==> src/source/pe_data_pkg.sv <==
`default_nettype none

package pe_data_pkg;

    localparam int PIXEL_W   = 8;
    localparam int WEIGHT_W  = 8;
    localparam int ACC_W     = 24;
    localparam int CHAN_W    = 4;
    localparam int ROW_LEN   = 8;
    localparam int BUF_DEPTH = 32;

    typedef logic [PIXEL_W-1:0]             pixel_t;
    typedef logic signed [WEIGHT_W-1:0]     weight_t;
    typedef logic signed [ACC_W-1:0]        acc_t;
    typedef logic [$clog2(BUF_DEPTH)-1:0]   addr_t;
    typedef logic [$clog2(ROW_LEN)-1:0]     col_t;
    typedef logic [CHAN_W-1:0]              chan_t;

    // Three horizontally adjacent pixels
    typedef struct packed {
        pixel_t p0;
        pixel_t p1;
        pixel_t p2;
    } window_t;

    typedef struct packed {
        weight_t w0;
        weight_t w1;
        weight_t w2;
        acc_t    bias;
    } kernel_t;

endpackage

`default_nettype wire

==> src/source/pe_ctrl_pkg.sv <==
`default_nettype none

package pe_ctrl_pkg;

    typedef enum logic [3:0] {
        // Normal mode
        S_RESET,
        S_IDLE,
        S_LOAD_KERNEL,
        S_READY,
        S_WAIT_MID,
        S_WRITE_MID,
        S_WAIT_LAST,
        S_WRITE_LAST,
        S_ROW_RESET,
        // Last-channel mode
        S_IDLE_LC,
        S_READY_LC,
        S_WAIT_MID_LC,
        S_WRITE_MID_LC,
        S_WAIT_LAST_LC,
        S_WRITE_LAST_LC,
        S_FRAME_RESET
    } pe_state_t;

    // Strobes from decode to execute and result
    typedef struct packed {
        logic wr_kernel;
        logic buf_write;
        logic add_bias;
        logic emit;
        logic emit_last;
        logic addr_reset;
    } pe_ctrl_t;

endpackage

`default_nettype wire

==> src/source/pe_control_unit.sv <==
`default_nettype none

module pe_control_unit (
    input  logic                  clk,
    input  logic                  reset,
    input  logic                  load_kernel,
    input  logic                  stream_mid_row,
    input  logic                  stream_last_row,
    input  logic                  last_channel,
    input  logic                  mac_valid,
    input  logic                  row_end,
    output pe_ctrl_pkg::pe_ctrl_t ctrl,
    output logic                  pe_ready,
    output logic                  pe_idle
);

    pe_ctrl_pkg::pe_state_t state;
    pe_ctrl_pkg::pe_state_t next_state;
    pe_data_pkg::chan_t     chan_count;
    logic                   row_done;
    logic                   chan_done;

    // A write to the last column closes the row
    assign row_done = mac_valid & row_end;

    assign chan_done = row_done &&
                       (state == pe_ctrl_pkg::S_WAIT_LAST || state == pe_ctrl_pkg::S_WRITE_LAST);

    always_ff @(posedge clk) begin
        if (reset) begin
            state <= pe_ctrl_pkg::S_RESET;
        end else begin
            state <= next_state;
        end
    end

    // Channels finished in normal mode
    // Zero selects bias seeding
    always_ff @(posedge clk) begin
        if (reset || state == pe_ctrl_pkg::S_FRAME_RESET) begin
            chan_count <= '0;
        end else if (chan_done) begin
            chan_count <= chan_count + 1'b1;
        end
    end

    always_comb begin
        next_state = state;
        case (state)
            pe_ctrl_pkg::S_RESET: next_state = pe_ctrl_pkg::S_IDLE;

            pe_ctrl_pkg::S_IDLE: begin
                if (load_kernel) begin
                    next_state = pe_ctrl_pkg::S_LOAD_KERNEL;
                end else if (stream_mid_row) begin
                    next_state = pe_ctrl_pkg::S_WAIT_MID;
                end else if (stream_last_row) begin
                    next_state = pe_ctrl_pkg::S_WAIT_LAST;
                end else if (last_channel) begin
                    next_state = pe_ctrl_pkg::S_IDLE_LC;
                end
            end

            pe_ctrl_pkg::S_LOAD_KERNEL: next_state = pe_ctrl_pkg::S_READY;
            pe_ctrl_pkg::S_READY:       next_state = pe_ctrl_pkg::S_IDLE;

            pe_ctrl_pkg::S_WAIT_MID, pe_ctrl_pkg::S_WRITE_MID: begin
                if (row_done) begin
                    next_state = pe_ctrl_pkg::S_IDLE;
                end else if (mac_valid) begin
                    next_state = pe_ctrl_pkg::S_WRITE_MID;
                end else begin
                    next_state = pe_ctrl_pkg::S_WAIT_MID;
                end
            end

            pe_ctrl_pkg::S_WAIT_LAST, pe_ctrl_pkg::S_WRITE_LAST: begin
                if (row_done) begin
                    next_state = pe_ctrl_pkg::S_ROW_RESET;
                end else if (mac_valid) begin
                    next_state = pe_ctrl_pkg::S_WRITE_LAST;
                end else begin
                    next_state = pe_ctrl_pkg::S_WAIT_LAST;
                end
            end

            pe_ctrl_pkg::S_ROW_RESET: next_state = pe_ctrl_pkg::S_IDLE;

            // Kernel loads straight from idle in this mode
            pe_ctrl_pkg::S_IDLE_LC: begin
                if (load_kernel) begin
                    next_state = pe_ctrl_pkg::S_READY_LC;
                end else if (stream_mid_row) begin
                    next_state = pe_ctrl_pkg::S_WAIT_MID_LC;
                end else if (stream_last_row) begin
                    next_state = pe_ctrl_pkg::S_WAIT_LAST_LC;
                end
            end

            pe_ctrl_pkg::S_READY_LC: next_state = pe_ctrl_pkg::S_IDLE_LC;

            pe_ctrl_pkg::S_WAIT_MID_LC, pe_ctrl_pkg::S_WRITE_MID_LC: begin
                if (row_done) begin
                    next_state = pe_ctrl_pkg::S_IDLE_LC;
                end else if (mac_valid) begin
                    next_state = pe_ctrl_pkg::S_WRITE_MID_LC;
                end else begin
                    next_state = pe_ctrl_pkg::S_WAIT_MID_LC;
                end
            end

            pe_ctrl_pkg::S_WAIT_LAST_LC, pe_ctrl_pkg::S_WRITE_LAST_LC: begin
                if (row_done) begin
                    next_state = pe_ctrl_pkg::S_FRAME_RESET;
                end else if (mac_valid) begin
                    next_state = pe_ctrl_pkg::S_WRITE_LAST_LC;
                end else begin
                    next_state = pe_ctrl_pkg::S_WAIT_LAST_LC;
                end
            end

            // Back to normal idle so the next frame can start
            pe_ctrl_pkg::S_FRAME_RESET: next_state = pe_ctrl_pkg::S_IDLE;

            default: next_state = pe_ctrl_pkg::S_IDLE;
        endcase
    end

    always_comb begin
        ctrl     = '0;
        pe_ready = 1'b0;
        pe_idle  = 1'b0;
        case (state)
            pe_ctrl_pkg::S_IDLE:        pe_idle = 1'b1;
            pe_ctrl_pkg::S_LOAD_KERNEL: ctrl.wr_kernel = 1'b1;

            pe_ctrl_pkg::S_READY, pe_ctrl_pkg::S_READY_LC: pe_ready = 1'b1;

            pe_ctrl_pkg::S_WAIT_MID, pe_ctrl_pkg::S_WRITE_MID,
            pe_ctrl_pkg::S_WAIT_LAST, pe_ctrl_pkg::S_WRITE_LAST: begin
                ctrl.buf_write = mac_valid;
                ctrl.add_bias  = (chan_count == '0);
            end

            pe_ctrl_pkg::S_ROW_RESET, pe_ctrl_pkg::S_FRAME_RESET: ctrl.addr_reset = 1'b1;

            pe_ctrl_pkg::S_IDLE_LC: begin
                pe_idle        = 1'b1;
                ctrl.wr_kernel = load_kernel;
            end

            pe_ctrl_pkg::S_WAIT_MID_LC, pe_ctrl_pkg::S_WRITE_MID_LC: begin
                ctrl.buf_write = mac_valid;
                ctrl.add_bias  = (chan_count == '0);
                ctrl.emit      = mac_valid;
            end

            pe_ctrl_pkg::S_WAIT_LAST_LC, pe_ctrl_pkg::S_WRITE_LAST_LC: begin
                ctrl.buf_write = mac_valid;
                ctrl.add_bias  = (chan_count == '0);
                ctrl.emit      = mac_valid;
                ctrl.emit_last = row_done;
            end

            default: ;
        endcase
    end

endmodule

`default_nettype wire

==> src/source/pe_window_mac.sv <==
`default_nettype none

module pe_window_mac (
    input  logic                  clk,
    input  logic                  reset,
    input  logic                  wr_kernel,
    input  pe_data_pkg::kernel_t  kernel,
    input  logic                  pixel_valid,
    input  pe_data_pkg::window_t  window,
    output logic                  mac_valid,
    output pe_data_pkg::acc_t     mac_sum,
    output pe_data_pkg::acc_t     bias
);

    pe_data_pkg::kernel_t kern_q;
    pe_data_pkg::acc_t    prod0;
    pe_data_pkg::acc_t    prod1;
    pe_data_pkg::acc_t    prod2;
    logic                 valid_s1;

    // Unsigned pixel times signed weight at full accumulator width
    function automatic pe_data_pkg::acc_t mul_px(
        input pe_data_pkg::pixel_t  px,
        input pe_data_pkg::weight_t w
    );
        pe_data_pkg::acc_t px_ext;
        pe_data_pkg::acc_t w_ext;
        px_ext = pe_data_pkg::acc_t'(px);
        w_ext  = pe_data_pkg::acc_t'(w);
        return px_ext * w_ext;
    endfunction

    always_ff @(posedge clk) begin
        if (wr_kernel) begin
            kern_q <= kernel;
        end
    end

    assign bias = kern_q.bias;

    // Stage 1 products
    always_ff @(posedge clk) begin
        if (pixel_valid) begin
            prod0 <= mul_px(window.p0, kern_q.w0);
            prod1 <= mul_px(window.p1, kern_q.w1);
            prod2 <= mul_px(window.p2, kern_q.w2);
        end
    end

    // Stage 2 sum
    always_ff @(posedge clk) begin
        if (valid_s1) begin
            mac_sum <= prod0 + prod1 + prod2;
        end
    end

    always_ff @(posedge clk) begin
        if (reset) begin
            valid_s1  <= 1'b0;
            mac_valid <= 1'b0;
        end else begin
            valid_s1  <= pixel_valid;
            mac_valid <= valid_s1;
        end
    end

endmodule

`default_nettype wire

==> src/source/pe_accum_buffer.sv <==
`default_nettype none

module pe_accum_buffer (
    input  logic              clk,
    input  logic              reset,
    input  logic              buf_write,
    input  logic              add_bias,
    input  logic              emit,
    input  logic              emit_last,
    input  logic              addr_reset,
    input  pe_data_pkg::acc_t mac_sum,
    input  pe_data_pkg::acc_t bias,
    output logic              row_end,
    output logic              out_valid,
    output logic              out_last,
    output pe_data_pkg::acc_t out_data
);

    pe_data_pkg::acc_t  mem [pe_data_pkg::BUF_DEPTH];
    pe_data_pkg::addr_t addr;
    pe_data_pkg::col_t  col;
    pe_data_pkg::acc_t  base;
    pe_data_pkg::acc_t  new_value;

    // Column is the low part of the address
    assign col     = addr[$bits(pe_data_pkg::col_t)-1:0];
    assign row_end = (col == pe_data_pkg::col_t'(pe_data_pkg::ROW_LEN - 1));

    // First channel starts from the bias, later ones from the stored partial sum
    assign base      = add_bias ? bias : mem[addr];
    assign new_value = base + mac_sum;

    always_ff @(posedge clk) begin
        if (reset || addr_reset) begin
            addr <= '0;
        end else if (buf_write) begin
            addr <= addr + 1'b1;
        end
    end

    always_ff @(posedge clk) begin
        if (buf_write) begin
            mem[addr] <= new_value;
        end
    end

    always_ff @(posedge clk) begin
        if (buf_write) begin
            out_data <= new_value;
        end
    end

    always_ff @(posedge clk) begin
        if (reset) begin
            out_valid <= 1'b0;
            out_last  <= 1'b0;
        end else begin
            out_valid <= emit;
            out_last  <= emit_last;
        end
    end

endmodule

`default_nettype wire

==> src/source/pe_with_buffers.sv <==
`default_nettype none

module pe_with_buffers (
    input  logic                 clk,
    input  logic                 reset,
    input  logic                 load_kernel,
    input  pe_data_pkg::kernel_t kernel,
    input  logic                 stream_mid_row,
    input  logic                 stream_last_row,
    input  logic                 last_channel,
    input  logic                 pixel_valid,
    input  pe_data_pkg::window_t window,
    output logic                 pe_ready,
    output logic                 pe_idle,
    output logic                 out_valid,
    output logic                 out_last,
    output pe_data_pkg::acc_t    out_data
);

    pe_ctrl_pkg::pe_ctrl_t ctrl;
    logic                  mac_valid;
    pe_data_pkg::acc_t     mac_sum;
    pe_data_pkg::acc_t     bias;
    logic                  row_end;

    // Decode
    pe_control_unit u_control (
        .clk             (clk),
        .reset           (reset),
        .load_kernel     (load_kernel),
        .stream_mid_row  (stream_mid_row),
        .stream_last_row (stream_last_row),
        .last_channel    (last_channel),
        .mac_valid       (mac_valid),
        .row_end         (row_end),
        .ctrl            (ctrl),
        .pe_ready        (pe_ready),
        .pe_idle         (pe_idle)
    );

    // Execute
    pe_window_mac u_mac (
        .clk         (clk),
        .reset       (reset),
        .wr_kernel   (ctrl.wr_kernel),
        .kernel      (kernel),
        .pixel_valid (pixel_valid),
        .window      (window),
        .mac_valid   (mac_valid),
        .mac_sum     (mac_sum),
        .bias        (bias)
    );

    // Result
    pe_accum_buffer u_buffer (
        .clk        (clk),
        .reset      (reset),
        .buf_write  (ctrl.buf_write),
        .add_bias   (ctrl.add_bias),
        .emit       (ctrl.emit),
        .emit_last  (ctrl.emit_last),
        .addr_reset (ctrl.addr_reset),
        .mac_sum    (mac_sum),
        .bias       (bias),
        .row_end    (row_end),
        .out_valid  (out_valid),
        .out_last   (out_last),
        .out_data   (out_data)
    );

endmodule

`default_nettype wire

==> config.mk <==
export PLATFORM = sky130hd
export DESIGN_NAME = pe_with_buffers
export DESIGN_NICKNAME = d
export VERILOG_FILES = /design/src/source/pe_data_pkg.sv /design/src/source/pe_ctrl_pkg.sv /design/src/source/pe_control_unit.sv /design/src/source/pe_window_mac.sv /design/src/source/pe_accum_buffer.sv /design/src/source/pe_with_buffers.sv
export SDC_FILE = /design/constraint.sdc
export NUM_CORES = 1
export LEC_CHECK = 0
export BUFFER_PORTS_ARGS = -buffer_cell sky130_fd_sc_hd__buf_2
export CORE_ASPECT_RATIO = 1.4
export CORE_MARGIN = 2
export CORE_UTILIZATION = 38
export CTS_CLUSTER_DIAMETER = 60
export CTS_CLUSTER_SIZE = 16
export DETAILED_ROUTE_END_ITERATION = 10
export HOLD_SLACK_MARGIN = 0.12
export SLEW_MARGIN = 20
export SYNTH_ARGS = -nofsm -noshare
export SYNTH_HDL_FRONTEND = slang
export SYNTH_SLANG_ARGS = --single-unit
==> constraint.sdc <==
create_clock -name clk -period 7.2 [get_ports clk]
set_input_delay 0 -clock clk [delete_from_list [all_inputs] [get_ports clk]]
set_output_delay 0 -clock clk [all_outputs]
set_load 0.05 [all_outputs]
==> impl_metrics.json, run 1 <==
{
  "worst_ep_required_time_ns": 7.49,
  "grt_pass1_vias": 24914,
  "synthesis.area_sq_um": 43800,
  "antenna_found_initial": 0,
  "die_width_um": 291,
  "place_inst": 4119,
  "synth_area_per_cell_sq_um": 17.3,
  "slew_headroom": 0.331,
  "dieArea_sq_um": 118000,
  "cp-start-kind": "flip-flop",
  "clk_pin_slew_worst_paths_ns": 0.07,
  "netlist_instances": 2535,
  "hold_class": "primary input to flip-flop",
  "cp_max_fo": 37,
  "cts_buffers": 72,
  "clock_latency_ns": 0.66,
  "synthMuxAreaShare": 0.130,
  "yosys.area_share.adder": 0.110,
  "grt_max_degree": 58,
  "gp_congestion": 0.858,
  "holdCritStartpoint": "window[18]",
  "worstMarginPinSlew_ns": 1.00,
  "yosys_warnings": 0,
  "reg2reg_to": "u_buffer.mem[14][18]",
  "nets": 3200,
  "die_h_um": 406,
  "vdd_drop_max_mv": 0.273,
  "drtPass1Iterations": 6,
  "synth_sequential_area_ratio": 0.637,
  "start_util": 0.382,
  "gr-total-overflow": 0,
  "fillers": 9828,
  "synth_top_area_share": 0.627,
  "powerDensity_nw_per_um2": 395,
  "reg2reg_depth": 15,
  "async_flop_share": 0,
  "maxCapViolations": 0,
  "synth_compound_area_frac": 0.0307,
  "worstPathArrival_ns": 6.18,
  "period_share": 0.817,
  "status": "complete, no violations",
  "clock_sinks": 937,
  "finalSetupViolations": 0,
  "setup_tns_ns": 0,
  "cp-end-kind": "flip-flop",
  "yosys.area_share.simple": 0.0524,
  "ant_nets": 0,
  "synth.ff_latch_count": 937,
  "min_to": "u_mac.prod0[2]",
  "core_region_area_sq_um": 115000,
  "rsz0062_at_grt": "no",
  "stdcell_count": 4331,
  "track_usage": 0.189,
  "synth_edf_count": 915,
  "ys_types": 62,
  "drt-initial-drc-count": 2279,
  "cts_tree": "done",
  "wl_per_cell_um": 25.6,
  "wl_mm": 111,
  "antenna_cells": 0,
  "vias": 23431,
  "post-route-drc-count": 0,
  "synth_xor_xnor_area_share": 0.0158,
  "p_leak_nw": 17.1,
  "drive_above_1_share": 0.201,
  "slew_viol_final": 0,
  "fmax_mhz": 170,
  "ios": 107,
  "period_needed_ns": 5.88,
  "port_buffers": 106,
  "ys.flop_type": "edfxtp_1",
  "synth_fp_nets": 2920,
  "rows": 147,
  "via_per_inst": 5.41,
  "grt_pass1_wl_mm": 162,
  "r2r_slack_ns": 1.32,
  "place_hpwl_mm": 68.2,
  "area_growth_pct": 14.5,
  "holdPathStages": 5,
  "yosys.area.top_type": "edfxtp_1",
  "skew_ns": 0.0218,
  "htree_levels": 3,
  "cts-root-buf": "clkbuf_16",
  "clock_path_buffers": 3,
  "path_class": "flip-flop to flip-flop",
  "synth_top_family_by_area": "multiplexers",
  "hold_viol": 0,
  "synthTopCellsByArea": "edfxtp_1, mux4_2, fa_1"
}
[final cells by class]
cell class | instances | area, sq um | area share
clock buffers | 89 | 1940 | 0.0387
clock inverters | 11 | 143 | 0.00284
inverters | 194 | 728 | 0.0145
multi-input cells | 1323 | 15300 | 0.306
flip-flops and latches | 937 | 27900 | 0.557
well taps | 1490 | 1860 | 0.0372
repair buffers | 287 | 2220 | 0.0443
[worst max path at each step]
stage / start / to / slack [ns] / depth (start not counted)
detailed placement: flip-flop / u_buffer.mem[9][10] / 1.24 / 14
CTS: flip-flop / u_buffer.mem[0][10] / 1.25 / 14
global route: flip-flop / u_buffer.mem[14][18] / 1.00 / 15
global placement: flip-flop / u_buffer.out_data[23] / 1.44 / 10
floorplan: flip-flop / u_buffer.mem[0][22] / 1.73 / 17
finish: flip-flop / u_buffer.mem[14][18] / 1.32 / 15
[cell families after synthesis]
family          count (synthesis)
buf+inv                       275
flops                         937
mux                           270
xor+xnor                       79
simple gates                  456
fa+ha+maj                     306
compound gates                212
[cells in the mapped netlist, types with 3 or more instances]
master     instances
xnor2_1           62
nand3_1           16
ha_1             176
o21bai_1           3
o21ai_0           30
xor2_1            17
o21ai_1           26
or3_1              5
and3_1            10
mux2i_1           32
o21a_1            13
o211ai_1           5
fa_1             130
nor3_1            17
nor2b_1           20
nor4b_1            3
a211oi_1           8
a31oi_1            5
nand2_1          104
mux4_2           238
inv_1            193
dfxtp_1           22
a21o_1            30
clkbuf_1          44
nand2b_1          21
buf_1              6
a211o_1            4
a21oi_1           57
o31ai_1            7
or2_2              6
nor4_1             4
and2_1           123
nand4_1            6
edfxtp_1         915
buf_2             28
a2111oi_0          3
nand3b_1           3
nor2_1           111
o41ai_1            3
[report_power, final]
group | leakage [nW] | switching, W | internal, W
Clock | 1.02 | 0.00186 | 0.00195
Combinational | 7.66 | 0.00472 | 0.00271
Sequential | 8.47 | 0.000267 | 0.00829
[state kept, by name, indices dropped and copies added, names as in the netlist, named ones only]
signal / flops
u_buffer.mem: 768
u_mac.mac_sum: 24
u_buffer.out_valid: 1
u_mac.valid_s1: 1
u_control.state: 4
u_buffer.out_data: 24
u_mac.prod1: 17
u_mac.prod0: 17
u_control.chan_count: 4
u_mac.mac_valid: 1
u_mac.prod2: 17
u_buffer.out_last: 1
u_buffer.addr: 5
u_mac.bias: 24
u_mac.kern_q: 24
[repair_timing]
item,4_1_cts,5_1_grt
endpoints found under the setup margin,0,0
hold buffers,112,0
gates resized for setup,0,0
endpoints found under the hold margin,133,0
setup buffers,0,0
[per-layer routing]
metal | GRT usage | up-vias | share of wire
met5 | 0 | - | 0
met1 | 0.216 | 12385 | 0.37
met2 | 0.360 | 716 | 0.55
met4 | 0.0644 | 0 | 0.032
li1 | - | 10166 | -
met3 | 0.0271 | 164 | 0.046
[cell usage in the layout (no fill, tap or decap), drive strengths merged, types with 17 or more instances in the layout]
master,n
a21o,30
a21oi,57
and2,123
buf,175
clkbuf,89
dfxtp,22
dlygate4sd3,112
edfxtp,915
fa,130
ha,176
inv,199
mux2i,32
mux4,238
nand2,104
nand2b,21
nor2,111
nor2b,20
nor3,17
o21ai,56
xnor2,62
xor2,17
[critical path, cell delays in order, from the launching register on]
cell and delay [ns]:
dfxtp_4 0.88, buf_12 0.37, mux4_2 0.55, mux4_2 0.47, mux2i_1 0.16, o21ai_1 0.08
ha_1 0.21, inv_1 0.08, fa_1 0.30, nor2b_1 0.08, o21ai_0 0.45, a21boi_0 0.31
o211ai_1 0.31, a22oi_1 0.15, o41ai_1 0.67, xnor2_4 0.38
[per-stage QoR]
step | power (W) | worst slack, ns | cell area [sq um] | utilization | hold slack, ns
after detailed placement | 0.0161 | 1.24 | 46900 | 0.409 | 0.178
after global routing | 0.0210 | 1.00 | 50200 | 0.438 | 0.131
after floorplan | 0.0136 | 1.73 | 43800 | - | 0.0691
after global placement | 0.0158 | 1.44 | 46900 | 0.409 | 0.176
after CTS | 0.0199 | 1.25 | 50100 | 0.437 | 0.121
final | 0.0198 | 1.32 | 50200 | 0.438 | 0.160
Note: power is estimated with default switching activity, not from simulation.
==> run 2: changes to the inputs <==
Clock period 7.2 ns to 5.6 ns, I/O delays scaled along.
==> run 2 against run 1 <==
Effect of this change: critical path type unchanged; hold slack better by 0.011 ns; die area stayed put; clock skew is 0.0050 ns higher; routed wire length is 1.3% higher; sequential share of layout area is 0.75 points lower; largest cell class unchanged; via count is 1.6% higher; sequential power is 29% higher; first-iteration DRC count is 16% lower.
==> impl_metrics.json, run 2 (synthesized netlist as in run 1, its figures left out) <==
{
  "rows": 147,
  "clk_pin_slew_worst_paths_ns": 0.08,
  "setup_tns_ns": 0,
  "period_share": 0.932,
  "htree_levels": 3,
  "hold_ws_ns": 0.170,
  "dieArea_sq_um": 118000,
  "multi_input_area_sq_um": 15300,
  "powerDensity_nw_per_um2": 509,
  "vias": 23802,
  "clock_sinks": 937,
  "wl_mm": 112,
  "final_common_cell": "edfxtp_1",
  "holdCritStartpoint": "reset",
  "grt_pass1_vias": 25253,
  "regMostFlops": "u_buffer.mem",
  "gr-total-overflow": 0,
  "grt_pass1_wl_mm": 164,
  "gp_congestion": 0.872,
  "cp-end-kind": "flip-flop",
  "hold_viol": 0,
  "grt_max_degree": 53,
  "track_usage": 0.191,
  "clock_latency_ns": 0.66,
  "r2r_slack_ns": 0.38,
  "drt-initial-drc-count": 1913,
  "place_hpwl_mm": 73.3,
  "core_region_area_sq_um": 115000,
  "vdd_drop_max_mv": 0.350,
  "die_h_um": 406,
  "fillers": 9903,
  "clock_path_buffers": 3,
  "post-route-drc-count": 0,
  "place_inst": 4197,
  "start_util": 0.382,
  "status": "complete, no violations",
  "maxCapViolations": 0,
  "fin_util": 0.444,
  "worstPathArrival_ns": 5.65,
  "ant_nets": 0,
  "drive_above_1_share": 0.223,
  "slew_headroom": 0.286,
  "place_ws_ns": -0.0148,
  "fmax_mhz": 192,
  "cts-root-buf": "clkbuf_16",
  "rsz0062_at_grt": "no",
  "antenna_found_initial": 1,
  "critPathTopFamily": "compound AO/OA/AOI/OAI gates",
  "worstMarginPinSlew_ns": 1.04,
  "wl_per_cell_um": 25.4,
  "seqCellArea_sq_um": 27900,
  "stdcell_count": 4411,
  "path_class": "flip-flop to flip-flop",
  "fin_ws_ns": 0.381,
  "period_needed_ns": 5.22,
  "port_buffers": 106,
  "critPathMaxStageDelay_ns": 0.57,
  "cp_max_fo": 34,
  "p_leak_nw": 17.6,
  "final_cell_mix": "edfxtp_1, mux4_2, inv_1, ha_1, buf_4",
  "area_growth_pct": 16.0,
  "hold_class": "primary input to flip-flop",
  "slew_viol_final": 0,
  "worst_ep_required_time_ns": 6.03,
  "path_buf_inv": 4,
  "cts_buffers": 72,
  "via_per_inst": 5.40,
  "skew_ns": 0.0269,
  "ios": 107,
  "die_width_um": 291,
  "drtPass1Iterations": 7,
  "nets": 3279,
  "finalSetupViolations": 0,
  "crit_chain": "buf_12 > mux4_2 > mux4_2 > mux2i_1 > o21ai_1 > ha_1 > inv_1 > fa_1 > nor2b_1 > o21ai_0 > a21boi_0 > o211ai_1 > nand2b_1 > buf_4 > o211a_1 > a211oi_2 > buf_4",
  "largest_register_ffs": 768,
  "cts_setup_buffers": 0,
  "cts_tree": "done",
  "cp-start-kind": "flip-flop",
  "cp_slowest_cell": "dfxtp_4"
}
==> run 2: cell count changes in the layout (fill, tap and decap cells not counted), sizes merged <==
cell and change:
xor2 +1, buf +79, bufinv +1, dlygate4sd3 -1, diode +1, clkbuf -1
==> run 2: report_power, final <==
part / internal [W] / switching [W]
clock: 0.00256 / 0.00239
sequential: 0.0106 / 0.000328
combinational: 0.00373 / 0.00622
total: 0.0169 / 0.00893
==> run 2: stage by stage <==
stage	power [W]	area [sq um]
5_1_grt	0.0275	50900
6_report	0.0259	50900
3_5_place_dp	0.0211	47500
2_1_floorplan	0.0175	43800
4_1_cts	0.0261	50800
3_3_place_gp	0.0207	47500
==> run 2: worst paths after layout <==
| path | to | cells past startpoint |
|---|---|---|
| hold / removal | u_mac.valid_s1 | 3 |
| hold reg to reg | u_control.chan_count[3] | 2 |
| setup / recovery | u_buffer.mem[21][22] | 17 |
| setup reg to reg | u_buffer.mem[21][22] | 17 |
==> run 2: layer usage <==
layer  GRT usage  share of wire  vias up
met5           0              0        -
met4      0.0724          0.034        0
met3      0.0245          0.044      151
met2       0.367           0.56      661
met1       0.215           0.37    12638
li1            -              -    10352
==> run 2: what timing repair did <==
| item | CTS | global route |
|---|---|---|
| cloned | 0 | 1 |
| endpoints found under the setup margin | 8 | 33 |
| hold buffers | 111 | 0 |
| gates resized for setup | 1 | 2 |
| endpoints found under the hold margin | 103 | 0 |
| pin swaps | 0 | 2 |
==> run 2: layout make-up <==
type	count	area share
sequential	937	0.549
multi-input combinational	1324	0.301
timing repair buffer	365	0.0570
clock buffer	88	0.0383
tap	1490	0.0367
inverter	194	0.0143
clock inverter	12	0.00320
antenna	1	0.0000492
==> run 2: worst reg2reg max path: cells and delay by family (launching register included) <==
kind,cells,cell delay [ns]
simple gates,2,0.22
buf+inv,4,0.94
mux,3,1.22
compound gates,6,1.54
fa+ha+maj,2,0.52
flops,1,0.57
